`config.mk`:
```
export PLATFORM = sky130hd
export DESIGN_NAME = glb_load_dma
export DESIGN_NICKNAME = d
export VERILOG_FILES = /design/src/glb_load_pkg.sv /design/src/glb_load_dma.sv
export SDC_FILE = /design/constraint.sdc
export NUM_CORES = 1
export LEC_CHECK = 0
export BUFFER_PORTS_ARGS = -buffer_cell sky130_fd_sc_hd__buf_2
export CAP_MARGIN = 30
export CORE_ASPECT_RATIO = 0.8
export CORE_MARGIN = 3
export CORE_UTILIZATION = 50
export CTS_BUF_LIST = sky130_fd_sc_hd__clkbuf_4 sky130_fd_sc_hd__clkbuf_8
export DETAILED_ROUTE_END_ITERATION = 10
export MAX_ROUTING_LAYER = met4
export PLACE_DENSITY = 0.68
export SYNTH_ARGS = -nofsm -noshare
export SYNTH_HDL_FRONTEND = slang
export SYNTH_SLANG_ARGS = --single-unit
export TNS_END_PERCENT = 1
```
`constraint.sdc`:
```
create_clock -name clk -period 9 [get_ports clk]
set_input_delay 0.9 -clock clk [delete_from_list [all_inputs] [get_ports clk]]
set_output_delay 0.9 -clock clk [all_outputs]
set_load 0.03 [all_outputs]
```
`src/glb_load_pkg.sv`:
```
package glb_load_pkg;

    // datapath widths
    localparam int GLB_ADDR_WIDTH = 12;
    localparam int ROW_WIDTH = 64;
    localparam int WORD_WIDTH = 16;
    localparam int LOOP_CNT_WIDTH = 8;
    localparam int STRIDE_WIDTH = 8;

    // default structure of the load path
    localparam int BANK_LATENCY = 2;
    localparam int QUEUE_DEPTH = 2;

    // derived address geometry
    localparam int WORD_BYTE_BITS = $clog2(WORD_WIDTH / 8);
    localparam int ROW_BYTE_BITS = $clog2(ROW_WIDTH / 8);
    localparam int WORDS_PER_ROW = ROW_WIDTH / WORD_WIDTH;
    localparam int BANK_ROWS = 2 ** (GLB_ADDR_WIDTH - ROW_BYTE_BITS);

    // byte address into the bank
    typedef logic [GLB_ADDR_WIDTH-1:0] glb_addr_t;

    // one bank row
    typedef logic [ROW_WIDTH-1:0] row_data_t;

    // one word to the fabric
    typedef logic [WORD_WIDTH-1:0] word_data_t;

    // loop range and loop index
    typedef logic [LOOP_CNT_WIDTH-1:0] loop_cnt_t;

    // stride in words
    typedef logic [STRIDE_WIDTH-1:0] stride_t;

    // load modes, code 2 is unused here
    typedef enum logic [1:0] {
        OFF       = 2'd0,
        NORMAL    = 2'd1,
        AUTO_INCR = 2'd3
    } ld_mode_t;

endpackage
```
`src/glb_load_dma.sv`:
```
`timescale 1ns/1ps

module glb_load_dma #(
    parameter int QUEUE_DEPTH = glb_load_pkg::QUEUE_DEPTH
) (
    input  logic                           clk,
    input  logic                           reset,
    input  glb_load_pkg::ld_mode_t         cfg_mode,
    input  logic                           cfg_wr,
    input  logic [$clog2(QUEUE_DEPTH)-1:0] cfg_slot,
    input  glb_load_pkg::glb_addr_t        cfg_start_addr,
    input  glb_load_pkg::loop_cnt_t        cfg_range0,
    input  glb_load_pkg::stride_t          cfg_stride0,
    input  glb_load_pkg::loop_cnt_t        cfg_range1,
    input  glb_load_pkg::stride_t          cfg_stride1,
    input  logic                           start,
    output logic [QUEUE_DEPTH-1:0]         hdr_valid,
    output logic                           req_valid,
    output glb_load_pkg::glb_addr_t        req_addr,
    output logic                           req_last,
    output logic                           rd_en,
    output glb_load_pkg::glb_addr_t        rd_addr
);
    import glb_load_pkg::*;

    // lowest address bit that selects a bank row
    localparam int ROW_LSB = WORD_BYTE_BITS + $clog2(WORDS_PER_ROW);

    typedef enum logic {
        IDLE,
        RUN
    } state_t;

    state_t state;

    // header queue
    glb_addr_t hdr_start [QUEUE_DEPTH];
    loop_cnt_t hdr_range0 [QUEUE_DEPTH];
    stride_t   hdr_stride0 [QUEUE_DEPTH];
    loop_cnt_t hdr_range1 [QUEUE_DEPTH];
    stride_t   hdr_stride1 [QUEUE_DEPTH];

    logic [$clog2(QUEUE_DEPTH)-1:0] q_sel;
    logic armed;
    logic trigger;
    logic launch;
    logic launch_next;

    // working copy of the running header
    glb_addr_t start_r;
    loop_cnt_t range0_r;
    stride_t   stride0_r;
    loop_cnt_t range1_r;
    stride_t   stride1_r;
    loop_cnt_t i0;
    loop_cnt_t i1;

    // request being issued this cycle
    glb_addr_t cur_start;
    loop_cnt_t cur_range0;
    stride_t   cur_stride0;
    loop_cnt_t cur_range1;
    stride_t   cur_stride1;
    loop_cnt_t idx0;
    loop_cnt_t idx1;
    logic [LOOP_CNT_WIDTH+STRIDE_WIDTH:0] word_off;
    glb_addr_t addr;
    logic issue;
    logic inner_wrap;
    logic last;

    always_ff @(posedge clk) begin
        if (cfg_wr) begin
            hdr_start[cfg_slot] <= cfg_start_addr;
            hdr_range0[cfg_slot] <= cfg_range0;
            hdr_stride0[cfg_slot] <= cfg_stride0;
            hdr_range1[cfg_slot] <= cfg_range1;
            hdr_stride1[cfg_slot] <= cfg_stride1;
        end
    end

    // a fresh write wins over the launch clear
    always_ff @(posedge clk or posedge reset) begin
        if (reset) begin
            hdr_valid <= '0;
        end else begin
            if (launch) begin
                hdr_valid[q_sel] <= 1'b0;
            end
            if (cfg_wr) begin
                hdr_valid[cfg_slot] <= 1'b1;
            end
        end
    end

    // auto-incr stays armed until the mode changes
    always_ff @(posedge clk or posedge reset) begin
        if (reset) begin
            armed <= 1'b0;
        end else if (cfg_mode != AUTO_INCR) begin
            armed <= 1'b0;
        end else if (start) begin
            armed <= 1'b1;
        end
    end

    always_comb begin
        case (cfg_mode)
            NORMAL:    trigger = start;
            AUTO_INCR: trigger = start | armed;
            default:   trigger = 1'b0;
        endcase
    end

    assign launch_next = trigger & (state == IDLE) & ~launch & hdr_valid[q_sel];

    always_ff @(posedge clk or posedge reset) begin
        if (reset) begin
            launch <= 1'b0;
        end else begin
            launch <= launch_next;
        end
    end

    // slot pointer moves only in auto-incr
    always_ff @(posedge clk or posedge reset) begin
        if (reset) begin
            q_sel <= '0;
        end else if (cfg_mode != AUTO_INCR) begin
            q_sel <= '0;
        end else if (issue && last) begin
            q_sel <= (q_sel == QUEUE_DEPTH - 1) ? '0 : q_sel + 1'b1;
        end
    end

    always_ff @(posedge clk) begin
        if (launch) begin
            start_r <= hdr_start[q_sel];
            range0_r <= hdr_range0[q_sel];
            stride0_r <= hdr_stride0[q_sel];
            range1_r <= hdr_range1[q_sel];
            stride1_r <= hdr_stride1[q_sel];
        end
    end

    // the launch cycle issues request zero straight from the queue
    always_comb begin
        if (launch) begin
            cur_start = hdr_start[q_sel];
            cur_range0 = hdr_range0[q_sel];
            cur_stride0 = hdr_stride0[q_sel];
            cur_range1 = hdr_range1[q_sel];
            cur_stride1 = hdr_stride1[q_sel];
            idx0 = '0;
            idx1 = '0;
        end else begin
            cur_start = start_r;
            cur_range0 = range0_r;
            cur_stride0 = stride0_r;
            cur_range1 = range1_r;
            cur_stride1 = stride1_r;
            idx0 = i0;
            idx1 = i1;
        end
        word_off = idx0 * cur_stride0 + idx1 * cur_stride1;
        addr = cur_start + glb_addr_t'(word_off << WORD_BYTE_BITS);
        inner_wrap = (idx0 == loop_cnt_t'(cur_range0 - 1'b1));
        last = inner_wrap && (idx1 == loop_cnt_t'(cur_range1 - 1'b1));
    end

    assign issue = launch | (state == RUN);

    // two-level counter with carry from inner into outer
    always_ff @(posedge clk or posedge reset) begin
        if (reset) begin
            state <= IDLE;
            i0 <= '0;
            i1 <= '0;
        end else if (issue) begin
            if (last) begin
                state <= IDLE;
                i0 <= '0;
                i1 <= '0;
            end else begin
                state <= RUN;
                if (inner_wrap) begin
                    i0 <= '0;
                    i1 <= idx1 + 1'b1;
                end else begin
                    i0 <= idx0 + 1'b1;
                    i1 <= idx1;
                end
            end
        end
    end

    // bank read only on the first request or when the row changes
    always_ff @(posedge clk or posedge reset) begin
        if (reset) begin
            req_valid <= 1'b0;
            req_last <= 1'b0;
            rd_en <= 1'b0;
        end else begin
            req_valid <= issue;
            req_last <= issue & last;
            rd_en <= issue & (launch |
                (addr[GLB_ADDR_WIDTH-1:ROW_LSB] != req_addr[GLB_ADDR_WIDTH-1:ROW_LSB]));
        end
    end

    always_ff @(posedge clk) begin
        if (issue) begin
            req_addr <= addr;
        end
    end

    assign rd_addr = req_addr;

    a_launch_from_idle: assert property (@(posedge clk) disable iff (reset)
        launch |-> state == IDLE);

endmodule

```
== After elaboration in Yosys (flattened, before gate mapping) ==
Memories as Yosys holds them, arrays and structs flattened.
Cells that the tools add are included.

* Memories: 5
* Output and inout port bits: 29
* Memory bits (writable): 88
* Register bits after elaboration: 81
* Bits of input ports: 51
* Word-level logic and storage cells: 87

{| class="wikitable"
|+ Memories
! memory !! words !! bits a word !! read ports !! clocked after memory_dff !! wr ports !! line !! source
|-
| hdr_start || 2 || 12 || 1 || 0 || 1 || glb_load_dma.sv:37 || <nowiki>glb_addr_t hdr_start [QUEUE_DEPTH];</nowiki>
|-
| hdr_range0 || 2 || 8 || 1 || 0 || 1 || glb_load_dma.sv:38 || <nowiki>loop_cnt_t hdr_range0 [QUEUE_DEPTH];</nowiki>
|-
| hdr_range1 || 2 || 8 || 1 || 0 || 1 || glb_load_dma.sv:40 || <nowiki>loop_cnt_t hdr_range1 [QUEUE_DEPTH];</nowiki>
|-
| hdr_stride0 || 2 || 8 || 1 || 0 || 1 || glb_load_dma.sv:39 || <nowiki>stride_t hdr_stride0 [QUEUE_DEPTH];</nowiki>
|-
| hdr_stride1 || 2 || 8 || 1 || 0 || 1 || glb_load_dma.sv:41 || <nowiki>stride_t hdr_stride1 [QUEUE_DEPTH];</nowiki>
|}

* $mul: 2
* Equality and inequality tests: 6
* Magnitude comparators: 4
* Bitwise operators: 13
* $add $sub $neg: 7
* Reduce and logical (&&, ||, !) cells: 6
* Muxes and demuxes: 28

{| class="wikitable"
|+ Operator list
! operator !! number
|-
| $mux 8 || 10
|-
| $mul 8x8->11 || 2
|-
| $add 8x1->8 const B || 2
|-
| $eq 8x8->1 || 2
|-
| $sub 8x1->8 const B || 2
|-
| $add 12x12->12 || 1
|-
| $mux 1 || 12
|-
| $mux 12 || 1
|-
| $add 11x11->11 || 1
|-
| $ne 9x9->1 || 1
|-
| $and 1x1->1 || 5
|-
| $logic_and 1x1->1 || 4
|-
| $lt 1x2->1 const B || 2
|-
| $mux 2 || 2
|-
| $reduce_bool 2->1 || 2
|-
| $or 1x1->1 || 3
|-
| $and 2x2->2 || 1
|-
| $demux 1 s1 || 2
|-
| $eq 2x1->1 const B || 1
|-
| $eq 2x2->1 const B || 1
|-
| $ge 1x1->1 const B || 2
|-
| $ne 2x2->1 const B || 1
|-
| $not 1->1 || 2
|-
| $not 2->2 || 1
|-
| 3 further kinds || 3
|}

== Depth between registers and ports, before layout ==
* Word-level depth: 9
* Gate-level depth with buffers: 34
* Depth with buffers taken out: 27

== Worst setup path after synthesis ==
Ideal clock, no wire load.

* Kind: flip-flop to flip-flop
* Start point: register launch
* End point: register rd_en
* Arrival: 7052 ps
* Clock period less this slack: 7188 ps
* Path buffers: 7
* Stages on the path, launching flop included: 31
* Library setup time: 136 ps
* Setup slack: 1812 ps
* Required time: 8864 ps
* Cell sequence: dfrtp_1 buf_2 buf_6 buf_6 buf_2 buf_4 clkbuf_1 clkbuf_1 nor2_1 a21oi_1 nand2_1 fa_1 fa_1 fa_1 inv_1 fa_1 fa_1 inv_1 fa_1 inv_1 ha_1 a21boi_0 nor2_1 ha_1 a2111oi_0 nor3_1 a21o_1 a21o_1 xor2_1 xnor2_1 a31oi_1

* Cells in the longest elaborated chain, start to end: 7
* Elaborated cells between the ends (all ways): 13
* Those cells by class: add/sub: 2; mul: 2; eq/ne: 1; mux: 5; bitwise: 3

{| class="wikitable"
|+ RTL lines
! element !! line !! source
|-
| from (decl) || glb_load_dma.sv:46 || <nowiki>logic launch;</nowiki>
|-
| from (signal assigned) || glb_load_dma.sv:121 || <nowiki>launch <= launch_next;</nowiki>
|-
| $mux 8 || -- ||
|-
| via cur_stride0[6] || glb_load_dma.sv:61 || <nowiki>stride_t cur_stride0;</nowiki>
|-
| $mul 8x8->11 || glb_load_dma.sv:165 || <nowiki>word_off = idx0 * cur_stride0 + idx1 * cur_stride1;</nowiki>
|-
| $add 11x11->11 || glb_load_dma.sv:165 ||
|-
| $add 12x12->12 || glb_load_dma.sv:166 || <nowiki>addr = cur_start + glb_addr_t'(word_off << WORD_BYTE_BITS);</nowiki>
|-
| via addr[10] || glb_load_dma.sv:67 || <nowiki>glb_addr_t addr;</nowiki>
|-
| $ne 9x9->1 || glb_load_dma.sv:207 || <nowiki>(addr[GLB_ADDR_WIDTH-1:ROW_LSB] != req_addr[GLB_ADDR_WIDTH-1:ROW_LSB]));</nowiki>
|-
| $or 1x1->1 || glb_load_dma.sv:206 || <nowiki>rd_en <= issue & (launch |</nowiki>
|-
| $and 1x1->1 || glb_load_dma.sv:206 ||
|-
| to (signal assigned) || glb_load_dma.sv:206 ||
|-
| to (decl) || glb_load_dma.sv:21 || <nowiki>output logic rd_en,</nowiki>
|}

The timed path passes the listed nets, and every way through them passes these cells.
A chain may end at the register's enable or synchronous reset.

== Worst setup path after layout ==
* Start point: register launch
* End point: register rd_en

* Cells in the longest elaborated chain, start to end: 7
* Elaborated cells between the ends (all ways): 13
* Those cells by class: add/sub: 2; mul: 2; eq/ne: 1; mux: 5; bitwise: 3

{| class="wikitable"
|+ RTL lines
! element !! line
|-
| $mux 8, on equally long branches || --
|-
| $mul 8x8->11 || glb_load_dma.sv:165
|-
| $add 11x11->11 || glb_load_dma.sv:165
|-
| $add 12x12->12 (*) || glb_load_dma.sv:166
|-
| via addr[10] || glb_load_dma.sv:67
|-
| $ne 9x9->1 (*) || glb_load_dma.sv:207
|-
| $or 1x1->1 (*) || glb_load_dma.sv:206
|-
| $and 1x1->1 (*) || glb_load_dma.sv:206
|}

Mark *: on every way through the listed nets, which the timed path passes. The rest lies on a longest branch.

==> flow_summary.toml <==
[worst_setup_path]
cp_data_required_time_ns = 9.35
slowest_stage = "dfrtp_4"
cp-end-kind = "flip-flop"
cp.arrival_ns = 7.70
crit_chain = "nor2b_1, nand2_1, fa_1, fa_1, fa_1, inv_1, fa_1, fa_1, inv_1, fa_1, inv_1, ha_1, a21boi_0, nor2_1, ha_1, a2111oi_0, nor3_1, a21o_1, a21o_1, xor2_1, xnor2_1, a31oi_1"
cp-start-kind = "flip-flop"
cpMostUsedCell = "fa_1"
crit_type = "reg2reg"
worstPathMaxFanout = 91
crit_path_max_incr_delay_ns = 0.81

[clock_network]
ctsResizeCount = 0
clk-insertion-delay-late_ns = 0.46
h-tree-depth = 4
cts-root-buf = "clkbuf_8"
cts_tree = "yes"
cts-buffers-inserted = 17
clock-sinks = 169
cts.hold.buffers_added = 0
clockBufferDepth = 2
cts_setup_buffers = 0
path_clk_slew_ns = 0.10

[floorplanning]
die-area_sq_mm = 0.0229
fp.dieW_microns = 168
die_h_microns = 136
start_util = 0.520
ios = 80
coreArea_sq_mm = 0.0203
rows = 46

[yosys]
synth_top_cell_by_area = "edfxtp_1"
synth_compound_area_frac = 0.0688
synthMuxAreaShare = 0.0485
ys.flop_type = "edfxtp_1"
synth_top_family_by_area = "adder cells"
yosys.cell_types.count = 55
synth.net_count = 1157
ys_async_sr_fraction = 0.148
synth.area.top_cells = "edfxtp_1 (28%), fa_1 (13%), dfxtp_1 (8.4%), ha_1 (6.6%), dfrtp_1 (5.9%)"
synth_edf_count = 100
synthCells = 981
synthSimpleGateAreaFrac = 0.127
synth.cell_area_sq_mm = 0.0105
synth_xor_area_frac = 0.0605
syn_avg_cell_area_sq_um = 10.7
ys_seq_area_frac = 0.428
synthAdderAreaFrac = 0.198
yosysWarnings = 0
yosysTopAreaCellShare = 0.285
ys_seq_elements = 169
synth_commonest_cells = "inv_1 (117), edfxtp_1 (100), nand2_1 (94), fa_1 (69)"
synthMostInstantiatedCell = "inv_1"

[sta]
grt_setup_unrepaired = "false"
fin_skew_ns = 0.0186
setup_violations = 0
finalCriticalPeriod_ns = 7.35
worstMarginPinSlew_ns = 0.893
setup_slack_ns = 1.65
fin_tns_setup_ns = 0
timing.final.crit_share = 0.817
whs_ns = 0.260
timing.fmax_mhz = 136
timing.final.hold_violations = 0
slew_headroom = 0.405
drv_slew = 0

[global_routing]
grt_use_total = 0.207
grt_first_pass_wirelength_microns = 35700
overflow = 0
grt_max_degree = 92
grt_antenna_before_repair = 0
grt_pass1_vias = 6590

[placed_design]
io_buffers = 79
hpwl_microns = 16500
dpl_worst_slack_ns = 1.61
routabilityCongestion = 0.927

[drt]
wl_per_cell_microns = 16.7
drt_pass1_iterations = 5
routed_wl_microns = 22000
drtIter0Drc = 511
ant_nets = 0
viasPerCell = 5.27
drc = 0
dr_total_vias = 6919

[cells_and_area]
layout.nets = 1213
drive_above_1_share = 0.125
n_antenna_cell = 0
area_delta_synth_final_pct = 8.94

[flow_run]
maxCapViolCount = 0

[worst_hold_path]
hp-class = "in2async"

[status]
outcome = "finished, final reports clean"
==> stage by stage <==
step | cell area [sq um] | cells | utilization
final | 11500 | 1314 | 0.567
after global routing | 11500 | 1314 | 0.567
after CTS | 11500 | 1314 | 0.567
after detailed placement | 11100 | 1282 | 0.547
after global placement | 11100 | 1281 | 0.546
after floorplan | 10500 | 981 | -
==> path summary, 6_finish.rpt <==
| kind | end | startpoint | slack [ns] | cells after the start |
|---|---|---|---|---|
| worst max-delay path | rd_en | launch | 1.65 | 22 |
| worst min-delay path | req_valid | reset | 0.26 | 2 |
| worst max register to register | rd_en | launch | 1.65 | 22 |
| worst min register to register | range1_r[6] | range1_r[6] | 0.48 | 2 |
| max in group asynchronous | launch | reset | 8.15 | 3 |
| min in group clk | range1_r[6] | range1_r[6] | 0.48 | 2 |
==> cell usage in the layout, fill, tap and decap left out, types with 3 or more instances in the layout <==
cell type / n
dfxtp_1: 44
a31oi_1: 3
nand2_1: 94
xor2_1: 20
clkinv_8: 3
o31ai_1: 5
nor4_1: 3
edfxtp_1: 100
xnor3_1: 5
o22ai_1: 4
buf_4: 8
nand3b_1: 3
clkbuf_8: 17
buf_2: 79
nand3_1: 7
clkinv_1: 3
o21ai_0: 24
a21o_1: 9
ha_1: 56
inv_8: 4
dfrtp_1: 23
nor3_1: 17
xnor2_1: 40
mux2i_1: 47
fa_1: 69
nand4_1: 4
nor2b_1: 25
and3_1: 24
inv_1: 117
inv_6: 4
nand2b_1: 4
a21oi_1: 63
and2_1: 21
nor2_1: 63
==> routing by layer <==
layer | part of all wire | wire length (microns) | global-route usage
met1 | 0.51 | 11200 | 0.323
met2 | 0.41 | 9070 | 0.281
met3 | 0.068 | 1490 | 0.0355
met4 | 0.010 | 225 | 0.0509
met5 | 0 | 0 | -
==> worst max-delay path, delay by kind of cell (launching register included) <==
| family | cells | cell delay, ns |
|---|---|---|
| AO/OA/AOI/OAI | 5 | 1.12 |
| AND/OR/NAND/NOR | 4 | 1.11 |
| buffers and inverters | 3 | 0.14 |
| flip-flops | 1 | 0.81 |
| XOR/XNOR | 2 | 0.33 |
| adder cells (fa/ha/maj) | 8 | 3.70 |
==> state kept, by name, summed over array words and instances, names as in the netlist, 2 cells and up <==
signal	count
i0	8
hdr_stride1	16
range1_r	8
hdr_start	24
hdr_valid	2
hdr_range0	16
hdr_range1	16
rd_addr	12
range0_r	8
stride1_r	8
start_r	12
hdr_stride0	16
stride0_r	8
i1	8
==> cell families after synthesis <==
kind of cell	count (synthesis)
AND/OR/NAND/NOR	276
buffers and inverters	171
flip-flops	169
AO/OA/AOI/OAI	125
adder cells (fa/ha/maj)	125
XOR/XNOR	65
multiplexers	50
==> cell type report <==
type	count	area (sq um)
clock buffers	17	234
clock inverters	15	175
fillers	1752	8780
inverters	120	450
multi-input cells	641	5300
flip-flops and latches	169	4510
well taps	264	330
repair buffers	88	475
Power is left out: the tool's default activity adds up to more than one toggle a clock period on the data nets, which glitch-free logic cannot reach.
