File: config.mk
export PLATFORM = sky130hd
export DESIGN_NAME = glb_stream_out
export DESIGN_NICKNAME = d
export VERILOG_FILES = /design/src/glb_load_pkg.sv /design/src/glb_stream_out.sv
export SDC_FILE = /design/constraint.sdc
export NUM_CORES = 1
export LEC_CHECK = 0
export BUFFER_PORTS_ARGS = -buffer_cell sky130_fd_sc_hd__buf_2
export CORE_AREA = 2 2 81 83
export CTS_CLUSTER_DIAMETER = 50
export CTS_CLUSTER_SIZE = 8
export DETAILED_ROUTE_END_ITERATION = 8
export DIE_AREA = 0 0 83 85
export PLACE_DENSITY = 0.84
export SLEW_MARGIN = 0
export SYNTH_ARGS = -nofsm -noshare
export SYNTH_HDL_FRONTEND = slang
export SYNTH_SLANG_ARGS = --single-unit
File: constraint.sdc
create_clock -name clk -period 2.52 [get_ports clk]
set_input_delay 0.126 -clock clk [delete_from_list [all_inputs] [get_ports clk]]
set_output_delay 0.126 -clock clk [all_outputs]
set_load 0.05 [all_outputs]
File: src/glb_load_pkg.sv
package glb_load_pkg;

    // datapath widths
    localparam int GLB_ADDR_WIDTH = 12;
    localparam int ROW_WIDTH = 64;
    localparam int WORD_WIDTH = 16;
    localparam int LOOP_CNT_WIDTH = 8;
    localparam int STRIDE_WIDTH = 8;

    // default structure of the load path
    localparam int BANK_LATENCY = 2;
    localparam int QUEUE_DEPTH = 2;

    // derived address geometry
    localparam int WORD_BYTE_BITS = $clog2(WORD_WIDTH / 8);
    localparam int ROW_BYTE_BITS = $clog2(ROW_WIDTH / 8);
    localparam int WORDS_PER_ROW = ROW_WIDTH / WORD_WIDTH;
    localparam int BANK_ROWS = 2 ** (GLB_ADDR_WIDTH - ROW_BYTE_BITS);

    // byte address into the bank
    typedef logic [GLB_ADDR_WIDTH-1:0] glb_addr_t;

    // one bank row
    typedef logic [ROW_WIDTH-1:0] row_data_t;

    // one word to the fabric
    typedef logic [WORD_WIDTH-1:0] word_data_t;

    // loop range and loop index
    typedef logic [LOOP_CNT_WIDTH-1:0] loop_cnt_t;

    // stride in words
    typedef logic [STRIDE_WIDTH-1:0] stride_t;

    // load modes, code 2 is unused here
    typedef enum logic [1:0] {
        OFF       = 2'd0,
        NORMAL    = 2'd1,
        AUTO_INCR = 2'd3
    } ld_mode_t;

endpackage
File: src/glb_stream_out.sv
`timescale 1ns/1ps

module glb_stream_out #(
    parameter int BANK_LATENCY = glb_load_pkg::BANK_LATENCY
) (
    input  logic                      clk,
    input  logic                      reset,
    input  logic                      req_valid,
    input  glb_load_pkg::glb_addr_t   req_addr,
    input  logic                      req_last,
    input  glb_load_pkg::row_data_t   rd_data,
    input  logic                      rd_data_valid,
    output glb_load_pkg::word_data_t  stream_data,
    output logic                      stream_valid,
    output logic                      done
);
    import glb_load_pkg::*;

    localparam int SEL_W = $clog2(WORDS_PER_ROW);

    // request info delayed to line up with bank data
    logic [BANK_LATENCY-1:0] valid_d;
    logic [BANK_LATENCY-1:0] last_d;
    glb_addr_t addr_d [BANK_LATENCY];

    row_data_t row_cache;
    row_data_t row_cur;
    logic [SEL_W-1:0] word_sel;

    always_ff @(posedge clk or posedge reset) begin
        if (reset) begin
            valid_d <= '0;
            last_d <= '0;
        end else begin
            valid_d[0] <= req_valid;
            last_d[0] <= req_last;
            for (int i = 1; i < BANK_LATENCY; i++) begin
                valid_d[i] <= valid_d[i-1];
                last_d[i] <= last_d[i-1];
            end
        end
    end

    always_ff @(posedge clk) begin
        addr_d[0] <= req_addr;
        for (int i = 1; i < BANK_LATENCY; i++) begin
            addr_d[i] <= addr_d[i-1];
        end
    end

    // rows only arrive on a row change, later words reuse the cache
    always_ff @(posedge clk) begin
        if (rd_data_valid) begin
            row_cache <= rd_data;
        end
    end

    assign row_cur = rd_data_valid ? rd_data : row_cache;
    assign word_sel = addr_d[BANK_LATENCY-1][WORD_BYTE_BITS +: SEL_W];

    always_ff @(posedge clk or posedge reset) begin
        if (reset) begin
            stream_valid <= 1'b0;
            done <= 1'b0;
        end else begin
            stream_valid <= valid_d[BANK_LATENCY-1];
            done <= valid_d[BANK_LATENCY-1] & last_d[BANK_LATENCY-1];
        end
    end

    always_ff @(posedge clk) begin
        if (valid_d[BANK_LATENCY-1]) begin
            stream_data <= row_cur[word_sel*WORD_WIDTH +: WORD_WIDTH];
        end
    end

    // a stream ends with done on its last word, and the relaunch leaves a gap
    a_done_closes_stream: assert property (@(posedge clk) disable iff (reset)
        done |-> stream_valid ##1 !stream_valid);

endmodule

== After elaboration in Yosys (flattened, before gate mapping) ==
Memories as Yosys holds them, arrays and structs flattened.
Cells that the tools add are included.
Word-level totals
  register bits: 86
  bits in writable memories: 24
  output and inout port bits: 18
  memories: 1
Operators by class
  shift operators: 1
  multiplexer cells: 1
  bitwise logic cells: 1
Memory list
  addr_d: words 2, width 12, rd ports 2, clocked after memory_dff 0, write ports 2, line glb_stream_out.sv:24  | glb_addr_t addr_d [BANK_LATENCY];
Operators by type and width (number)
  64-bit two-way mux: 1
  64-bit by 7-bit indexed part select with 16-bit output: 1
  1-bit AND: 1

== Depth between registers and ports, before layout ==
Gate-level depths: netlist of run 1.
  depth in word-level cells: 2
  depth in mapped cells: 5

== Worst setup path after synthesis of run 1 ==
OpenSTA, ideal clock, no wires.
  path type: flip-flop to flip-flop
  start: memory addr_d[0][13] in the netlist's numbering
  end: register stream_data[0], data pin
  setup time: 0.272 ns
  data arrival time: 1.327 ns
  required time: 2.248 ns
  slack: 0.921 ns
  stages on the path, launching flop included: 4
  buffers on the path: 2
  period minus slack after synthesis: 1.599 ns
  cells stage by stage: dfxtp_1 > buf_2 > buf_2 > mux4_2
RTL lines
  start, declared: line glb_stream_out.sv:24
  end signal, assigned: line glb_stream_out.sv:73  | stream_data <= row_cur[word_sel*WORD_WIDTH +: WORD_WIDTH];
  end, declared: line glb_stream_out.sv:13  | output glb_load_pkg::word_data_t stream_data,

==> results of run 1 <==
==> synth_stat cells <==
| master | number | area (um^2) |
|---|---|---|
| edfxtp_1 | 16 | 480 |
| dfrtp_1 | 6 | 150 |
| buf_2 | 3 | 15.0 |
| mux2_4 | 16 | 240 |
| o22ai_1 | 2 | 12.5 |
| nor2_1 | 2 | 7.51 |
| nand2_1 | 1 | 3.75 |
| buf_6 | 6 | 67.6 |
| mux4_2 | 14 | 315 |
| buf_8 | 1 | 15.0 |
| inv_1 | 1 | 3.75 |
| clkbuf_1 | 1 | 3.75 |
| and2_1 | 1 | 6.26 |
| mux2_2 | 48 | 541 |
| nor3_1 | 4 | 20.0 |
| nand2b_1 | 2 | 12.5 |
| dfxtp_1 | 68 | 1360 |
==> area by class of cell <==
class | instances | area [um^2] | area share
inverter | 1 | 3.75 | 0.000891
timing repair buffer | 117 | 733 | 0.174
clock inverter | 1 | 30.0 | 0.00713
multi-input combinational | 90 | 1160 | 0.275
sequential | 90 | 1990 | 0.473
clock buffer | 15 | 198 | 0.0469
tap | 77 | 96.3 | 0.0229
==> power by group <==
| part | switching (W) | internal, W |
|---|---|---|
| Sequential | 0.0000428 | 0.00162 |
| Combinational | 0.000230 | 0.000251 |
| Clock | 0.000464 | 0.000602 |
==> through the flow <==
stage	instances	power, W	util	hold slack [ns]
after floorplan	192	0.00202	-	-0.0830
after global placement	350	0.00212	0.602	0.0309
after detailed placement	350	0.00214	0.602	0.0509
after CTS	385	0.00323	0.669	0.000462
after global routing	391	0.00335	0.679	-0.000407
final	391	0.00320	0.679	0.0238
==> metal layers <==
layer | vias up | global-route usage
met5 | - | 0
met4 | 0 | 0.0835
met3 | 13 | 0.0613
met2 | 57 | 0.314
met1 | 917 | 0.204
li1 | 936 | -
==> worst paths after layout <==
path                                   to  slack [ns]  depth (start not counted)
min in group asynchronous    stream_valid        0.23                          3
hold / removal              row_cache[54]        0.02                          2
setup reg to reg           stream_data[5]        1.07                          2
max in group asynchronous      valid_d[1]        2.10                          3
setup / recovery           stream_data[5]        1.07                          2
hold reg to reg             addr_d[0][14]        0.34                          0
==> flip-flops by register name, indices dropped and copies added (netlist names) <==
name	flops
addr_d	4
done	1
last_d	2
row_cache	64
stream_data	16
stream_valid	1
valid_d	2
==> logic make-up (layout without fill, tap and decap cells) <==
family                 count (synthesis)  after routing  share of synthesized area
flip-flops                            90             90                      0.612
AND/OR/NAND/NOR                       10             10                     0.0154
multiplexers                          78             78                      0.337
buffers and inverters                 12            134                     0.0323
AO/OA/AOI/OAI                          2              2                    0.00384
==> repair_timing <==
item                                   4_1_cts  5_1_grt
endpoints found under the hold margin       24        6
hold buffers                                19        6
gates resized for setup                      0        0
==> results.md, run 1 <==
- Before antenna repair, the detailed router went through 4 iterations.
- For the finished layout, the period the worst path requires is 1.45 ns.
- The flow ran to the end, and the final reports show no timing, DRC or antenna violations.
- In this run the tool buffered the top-level ports with 88 buffer cells.
- The H-tree generated during clock tree synthesis spans 3 levels.
- The stage delay of the slowest cell on the critical path is 0.59 ns.
- At the worst endpoint, the required time is ~2.6 ns.
- Setup violations remaining at the end of the flow were counted as 0.
- The launching instance or port of the critical path is addr_d[0][14].
- Across every metal layer, demand over resource in global routing totals 0.182.
- The effective utilization at floorplan is 0.525.
- The violation count after the first detailed-routing iteration is 70.
- The tool flagged a number of max-cap violations equal to 0.
- The synthesis-to-layout area growth is 29.4%.
- The maximum root-to-sink buffer count is 2.
- Setup repair after global routing left no endpoint under its margin.
- From bottom edge to top edge, the die measures 85 um.
- For this run the aggregate overflow at the end of global routing stands at 0.
- The number of antenna violations at the first check in global routing came to 0.
- The class of the worst hold path is primary input to flip-flop.
- In the final routed layout, each cell accounts on average for about 15 um.
- Entering global routing, the biggest net connects between 60 and 70 pins.
- The highest layer used for signal routing is met4.
- The reg-to-reg startpoint is addr_d[0][14].
- IR analysis of the VDD net gives a maximum drop of 0.000459 V.
- Clock-pin slew was measured on the worst setup and hold paths at around 0.080 ns.
- The number of CTS-inserted buffers is 9.
- The core region is 6200 um^2.
- The worst-path cell with the longest stage delay is dfxtp_1.
- The net count after synthesis is 273.
- The die covers 7060 um^2.
- The most frequent standard cell in the layout excluding fill and tap cells is buf_2.
- After synthesis the netlist holds a flip-flop and latch count of 90.
- Measured against its own limit, the worst slew margin works out to 0.449.
- The worst setup path is captured at a flip-flop.
- The first global-routing pass estimated 9720 um of wire.
- Synthesis instantiated 17 different standard cells from the library.
- Routability-driven placement finished with a final weighted congestion of just under 0.8.
- TritonCTS built the clock tree.
- The length of routed wiring on met1 is 2420 um.
- The cell family with the largest share of critical-path delay is flip-flops.
- Data arrives at the worst endpoint at roughly 1.5 ns.
- Based on the critical path, the design can be clocked at up to between 0.6 and 0.7 GHz.
- The buffer type at the clock tree root is clkbuf_8.
- The worst setup timing slack at the placement stage is 0.788 ns.
- 99 I/O pins were placed.
- The routed layout has 1923 vias.
- Once routing completed, OpenROAD measured the worst setup slack at roughly 1.1 ns.
- The post-CTS setup buffer count is 0.
- The number of global-route vias before repair was about 2100.
- The share of the Yosys chip area taken by registers is 0.612.
- Measured along the x axis, the die boundary spans a little over 80 um.
- The measured slew at the worst slew-check pin is 0.826 ns.
- The post-route fraction of the period consumed by the critical path is 0.577.
- Yosys printed 0 warnings.
- For this design, the sink count on the clock tree is 90.
- The power density over the cells is around 760 nW/um^2.
- After detailed routing, the met2 layer carries 3130 um of wire.
- The total count of hold-check failures in the final report is 0.
- In this run the most critical hold path is launched from rd_data[54].
- The initialized floorplan defines 29 standard-cell rows.
- In the layout the commonest cells are buf_2 (88), dfxtp_1 (68), mux2_2 (48), dlygate4sd3_1 (25).
- In the final timing run, aggregate negative setup slack is 0 ns.
- In this run the worst path has a maximum fanout of 11.
- The design area is 4210 um^2.
- The final count of pins violating max slew is 0.
- STA classifies the critical path startpoint as a flip-flop.
- The critical path goes through buf_4 -> mux4_2.
- Synthesis produced a netlist whose cell count is 192.
- After synthesis, the mean cell area works out to around 17 um^2.
- The repair_antennas step left the layout with diodes totalling 0.
- For the final database, setup skew stands at 0.00936 ns.
- After the last flow step, the layout net total stands at 390.
- The clock reaches the later pin of the worst-skew pair after roughly 0.34 ns.
- The total of fill cells in the finished design is around 450.
- In this run the cell area measured after placement is 3730 um^2.
- For this block, the routed nets add up to between 5000 and 6000 um of wire.
- After detailed routing, the number of remaining DRC violations is 0.
- The number of antenna-violating nets in the routed design is 0.
- Detailed placement finished with a half-perimeter wire length of 3940 um.
- Summed over all nets, wire length on met3 after detailed routing comes to 264 um.
- Counting both buffers and inverters, the worst setup path holds a total of 1.
- Dividing the detail-routed via count by the number of cells gives 4.92.
- The critical path is of the flip-flop to flip-flop type.
- The post-synth design cell area is between 3000 and 4000 um^2.
- The fraction of layout instances using a drive strength above 1 is 0.586.
- The leakage power total is 1.83 nW.
Note: power is estimated with default switching activity, not from simulation.
==> run 2, diff against run 1 <==
CORE_AREA = 2 2 84 86   (was 2 2 81 83)
DIE_AREA = 0 0 86 88   (was 0 0 83 85)
PLACE_DENSITY = 0.79   (was 0.84)
clock period = 1.4 ns   (was 2.52 ns; I/O delays follow)
==> results.md, run 2 (synthesis gave the netlist of run 1 again) <==
- Clock tree synthesis selected as its root buffer the cell clkbuf_8.
- Setup repair after global routing left no endpoint under its margin.
- 0 antenna diodes ended up in the layout.
- The number of global-route vias before repair came to 2253.
- The die is 88 um tall.
- The power spent charging and discharging nets is between 0.001 and 0.0015 W.
- The synthesis-to-layout area growth is 45.8%.
- The clock tree from TritonCTS is built.
- The tool flagged a number of max-cap violations equal to 0.
- For this run, global-route usage on met2 was measured as 0.333.
- The measured slew at the worst slew-check pin is between 0.2 and 0.3 ns.
- The finished cells cover between 4000 and 5000 um^2.
- For this run, the post-layout net count is 440.
- After clock tree synthesis, the clock-pin slew on the worst setup and hold paths is around 0.090 ns.
- The worst setup path is captured at a flip-flop.
- Buffers placed on the I/O ports in this run total 88.
- In the global route stage, overall resource usage came out at 0.184.
- The total count of hold-check failures in the final report is 0.
- Data on the critical path is required at its endpoint by 1.49 ns.
- The relative contribution of sequential cells to total power is 0.495.
- The highest attainable clock frequency is 0.723 GHz.
- The routed length per instance is 14.9 um.
- On the critical path the largest part of the delay comes from multiplexers.
- Ranked by flip-flop count, first place goes to row_cache.
- The detailed-placement wirelength estimate is 3990 um.
- In the routed design, unresolved DRC markers number 0.
- The leakage power total is between 2 and 2.5 nW.
- The die width is 86 um.
- Leaving out fill and tap cells, the most frequent cells in the layout are buf_2 (88), dlygate4sd3_1 (69), dfxtp_1 (67), mux2_2 (48).
- The post-route fraction of the period consumed by the critical path is 0.988.
- The I/O pin count is 99.
- The worst register-to-register path begins at row_cache[42].
- The register with the most flip-flops in the layout has 64 of them.
- The met3 track utilization from global routing is 0.0415.
- Counting along the longest clock path gives a buffer depth of 2.
- After floorplanning, the core was divided into 30 placement rows.
- The detailed router finished its first iteration with 51 violations.
- The effective utilization at floorplan is 0.490.
- For this design the ratio of total power to cell area is 1270 nW/um^2.
- The congestion estimate from routability-driven global placement came to 0.754.
- On the critical path, the stage with the largest delay is an instance of dlygate4sd3_1.
- The number of clock buffers added by TritonCTS is 9.
- For met1 alone, demand over resource in global routing was 0.195.
- The class of the worst hold path is primary input to async pin.
- The clock net in this run drives a total of 90 sinks.
- The worst-skew pair later-pin latency is 0.35 ns.
- The part of the power in the clock network is 0.339.
- The largest registers in the layout are row_cache x64, stream_data x16, addr_d x4.
- Across the routed clock network, the largest skew measured is 0.0113 ns.
- The library cell used most frequently in the layout, excluding fill and tap cells, is buf_2.
- The critical path is of the primary input to flip-flop type.
- The total of fill cells in the finished design is 427.
- The startpoint type of the worst setup path is a primary input.
- The worst slew margin relative to its limit is 0.824.
- The die area is 7570 um^2.
- The post-CTS setup buffer count is 0.
- The internal power consumption is 0.00465 W.
- In this run the cell area measured after placement is ~3800 um^2.
- The total iterations of the first detailed-routing run is 4.
- The capture point of the worst reg-to-reg path is stream_data[10].
- The via density per instance is 4.77.
- Of the total power, the share spent switching nets is 0.227.
- The share of total power dissipated in combinational logic is 0.166.
- The H-tree generated during clock tree synthesis spans 3 levels.
- Entering global routing, the biggest net connects 28 pins.
- The sum of buffers and inverters on the critical path is 2.
- The signal on the critical path passes through dlygate4sd3_1 -> buf_2 -> mux2_4 -> mux4_2.
- The final wirelength is 6610 um.
- The routed via count is 2118.
- The final count of pins violating max slew was 0.
- The largest voltage drop on the vdd net is roughly 0.0011 V.
- The depth of the most critical reg-to-reg path is 2.
- The core occupancy in the finished layout is 0.714.
- Setup violations remaining at the end of the flow were counted as 0.
- The number of antenna violations at the first check in global routing is 0.
- The number of antenna-violating nets in the routed design is 0.
- The core footprint is around 6600 um^2.
- The most used routing layer is met2.
- Of the cells placed in the final design, the portion with a size suffix greater than 1 is 0.522.
- Along the worst path, the maximum fanout reaches 2.
- The stage delay of the slowest cell on the critical path is 0.55 ns.
- The flow ran to the end, and the final reports show no timing, DRC or antenna violations.
- Data arrives at the worst endpoint at 1.47 ns.
- The final critical-path required period is 1.38 ns.
- The first-pass GRT wire length is 10300 um.
- After global routing the overflow that remains totals 0.
- Across all register-to-register paths, the minimum setup slack is approximately 0.090 ns.
==> run 2: cell types whose count changed in the layout (fill, tap and decap cells not counted), sizes merged <==
cell         previous run  this run
dlygate4sd3            25        69
buf                    92        98
clkbuf                 15        11
bufinv                  1         3
clkinv                  0         2
==> run 2: repair_timing <==
action,CTS,global route
hold buffers,69,0
gates resized for setup,0,1
endpoints found under the setup margin,0,9
endpoints found under the hold margin,74,0
==> run 2: worst max path at each step <==
stage / slack, ns / cells after the start / to / startpoint
after global routing: 0.01 / 4 / stream_data[9] / rd_data[57]
after detailed placement: -0.13 / 4 / stream_data[7] / rd_data_valid
after CTS: 0.02 / 2 / stream_data[10] / addr_d[0][13]
after global placement: -0.11 / 4 / stream_data[1] / rd_data_valid
final: 0.02 / 4 / stream_data[1] / rd_data[49]
after floorplan: 0.0005 / 3 / stream_data[0] / addr_d[0][13]
==> run 2: worst min-delay path: stages <==
cell	delay (ns)
dlygate4sd3_1	0.56
buf_2	0.13
inv_1	0.17
==> run 2: power by group through the flow <==
| stage | clock [W] | combinational (W) | sequential (W) |
|---|---|---|---|
| after floorplan | 0 | 0.000439 | 0.00320 |
| after global placement | 0 | 0.000828 | 0.00302 |
| after detailed placement | 0 | 0.000847 | 0.00303 |
| after CTS | 0.00208 | 0.000998 | 0.00297 |
| after global routing | 0.00220 | 0.00106 | 0.00300 |
| final | 0.00204 | 0.000998 | 0.00297 |
==> run 2: area by class of cell <==
type / instances / area, um^2 / share of cell area
clock buffer: 11 / 131 / 0.0277
clock inverter: 5 / 103 / 0.0216
inverter: 1 / 3.75 / 0.000791
multi-input combinational: 90 / 1160 / 0.244
sequential: 90 / 1990 / 0.420
tap: 80 / 100 / 0.0211
timing repair buffer: 167 / 1260 / 0.265
==> run 2: per-layer routing <==
layer / routed length (um) / vias up / part of all wire
met5: 0 / - / 0
li1: - / 1035 / -
met3: 279 / 14 / 0.042
met1: 2670 / 1004 / 0.40
met4: 195 / 0 / 0.030
met2: 3470 / 65 / 0.52
==> run 2: per-stage QoR <==
step           setup TNS [ns]  total power [W]  hold slack [ns]  std cells  setup slack, ns
2_1_floorplan               0          0.00364           -0.139        192         0.000520
3_3_place_gp            -1.42          0.00385          -0.0234        359           -0.109
3_5_place_dp            -1.67          0.00388          -0.0188        359           -0.134
4_1_cts                     0          0.00605            0.142        444           0.0192
5_1_grt                     0          0.00626            0.198        444           0.0144
6_report                    0          0.00601            0.194        444           0.0164
==> run 3, diff against run 2 <==
BUFFER_PORTS_ARGS = default   (was -buffer_cell sky130_fd_sc_hd__buf_2)
CORE_AREA = 2 2 78 80   (was 2 2 84 86)
DIE_AREA = 0 0 80 82   (was 0 0 86 88)
DONT_BUFFER_PORTS = 1   (was default)
PLACE_DENSITY = 0.75   (was 0.79)
==> results.md, run 3 <==
- The number of cells upsized or downsized after cts is 0.
- In this run the vertical extent of the chip is approximately 82 um.
- The net count after synthesis is 273.
- The stage where the run ended is clock tree synthesis.
- For this configuration, the core starts out at a cell density of 0.567.
- The worst setup timing slack at the placement stage is 0.0694 ns.
- After synthesis the cells add up to 3260 um^2.
- At the end of routability-driven placement, the weighted congestion stood at 0.675.
- During placement, the flow inserted port buffers numbering 0.
- By count the netlist is led by dfxtp_1 (68), mux2_2 (48), edfxtp_1 (16), mux2_4 (16), mux4_2 (14).
- The flow did not finish.
- Measured along the x axis, the die boundary spans 80 um.
- The number of flip-flops and latches in the synthesized netlist is 90.
- The buffer type at the clock tree root is clkbuf_8.
- The placed standard-cell area is between 3000 and 4000 um^2.
- Hold repair after CTS inserted 101 buffers.
- The sequential cell area fraction in the yosys report is 0.612.
- Once detailed placement completed, the half-perimeter wirelength came to 3750 um.
- A synthesized cell averages 17.0 um^2.
- Once the clock tree was built, the setup fixing pass inserted 0 buffers.
- The share of synthesized area in the top cell type comes to 0.418.
- The tool reported: "[ERROR RSZ-0060] Max buffer count reached".
- between 90 and 100 I/O pins were placed.
- In the synthesized netlist, the number of instances is 192.
- Ranked by total cell area, the synthesized netlist is headed by dfxtp_1 (42%), mux2_2 (17%), edfxtp_1 (15%).
- After synthesis, the netlist uses 17 different library cells.
- The clock drives 90 sinks.
- The most area-hungry cell type in the Yosys netlist is dfxtp_1.
- The number of synthesized flops with an enable pin is 16.
- The commonest register cell after synthesis is dfxtp_1.
- The row count is 28.
- Clock tree synthesis inserted a total of 9 buffers.
- The number of H-tree levels is 3.
- In this run the deepest clock path goes through 2 buffers.
- The async set-or-reset flop fraction in the synthesized netlist is 0.0667.
- Yosys instantiated no cell more often than dfxtp_1.
- During synthesis, Yosys emitted a total of 0 warnings.
-- run 3: cell counts after synthesis --
Identical to the previous run, type by type.
-- run 3: metrics by stage --
stage | utilization | instances | hold WS, ns
after floorplan | - | 192 | -0.139
after detailed placement | 0.574 | 261 | -0.115
after global placement | 0.574 | 261 | -0.131
-- run 3: cells by family after synthesis --
family                 share of synthesized area
AOI/OAI and AO/OA                        0.00384
buffers and inverters                     0.0323
DFF                                        0.612
muxes                                      0.337
and+or+nand+nor                           0.0154
==> run 4, diff against run 3 <==
CORE_AREA = 2 2 94 96   (was 2 2 78 80)
CTS_CLUSTER_DIAMETER = default   (was 50)
CTS_CLUSTER_SIZE = default   (was 8)
DIE_AREA = 0 0 96 98   (was 0 0 80 82)
PLACE_DENSITY = default   (was 0.75)
PLACE_DENSITY_LB_ADDON = 0.15   (was default)
==> results.md, run 4 <==
- The run stopped with a tool error.
- The number of cells upsized or downsized after cts is 0.
- roughly 100 I/O pins were placed.
- The number of flip-flops and latches in the synthesized netlist is 90.
- By area the synthesized netlist is led by dfxtp_1 (42%), mux2_2 (17%), edfxtp_1 (15%).
- The clock sink count is 90.
- Measured along the y axis, the die boundary spans 98 um.
- After synthesis, the most frequently instantiated cells are dfxtp_1 (68), mux2_2 (48), edfxtp_1 (16), mux2_4 (16), mux4_2 (14).
- In this run, placement finished with an instance count of 294.
- The tree is rooted in a clkbuf_8.
- Once placement finished, the instance area stood at 3350 um^2.
- The floorplan has 34 rows.
- The post-synth design cell area is about 3300 um^2.
- The maximum root-to-sink buffer count is 2.
- The count of input and output buffers is 0.
- In this run, distinct cell masters in the synthesized netlist total 17.
- The detailed-placement wirelength estimate is 4000 um.
- The flow stopped in clock tree synthesis.
- The effective utilization at floorplan is 0.385.
- The average cell area after synthesis is 17.0 um^2.
- The post-CTS setup buffer count is 0.
- The net count after synthesis is 273.
- The number of buffers inserted for hold repair after clock tree synthesis is 101.
- dfxtp_1 takes more of the synthesized area than any other cell.
- The die width is 96 um.
- The H-tree generated during clock tree synthesis spans 3 levels.
- The first error in the log reads "[ERROR RSZ-0060] Max buffer count reached".
- The share of synthesized area in the top cell type comes to 0.418.
- The sequential cell area fraction in the yosys report is 0.612.
- The count of synthesis-stage warnings from yosys is 0.
- The number of synthesized flops with an enable pin is 16.
- Routability-driven placement finished with a final weighted congestion of 0.750.
- After technology mapping, the gate count stands at 192.
- The number of clock buffers added by TritonCTS is 9.
- The async set-or-reset flop fraction in the synthesized netlist is 0.0667.
- The commonest register cell after synthesis is dfxtp_1.
- The dominant cell by count in the synthesized netlist is dfxtp_1.
-- run 4: cell families after synthesis --
group / after synthesis / share of synthesized area
buffers and inverters: 12 / 0.0323
AOI/OAI and AO/OA: 2 / 0.00384
muxes: 78 / 0.337
DFF: 90 / 0.612
and+or+nand+nor: 10 / 0.0154
-- run 4: stage by stage --
| stage | hold slack (ns) | setup WS (ns) |
|---|---|---|
| after floorplan | -0.139 | 0.000520 |
| after global placement | -0.131 | 0.0449 |
| after detailed placement | -0.118 | 0.0341 |
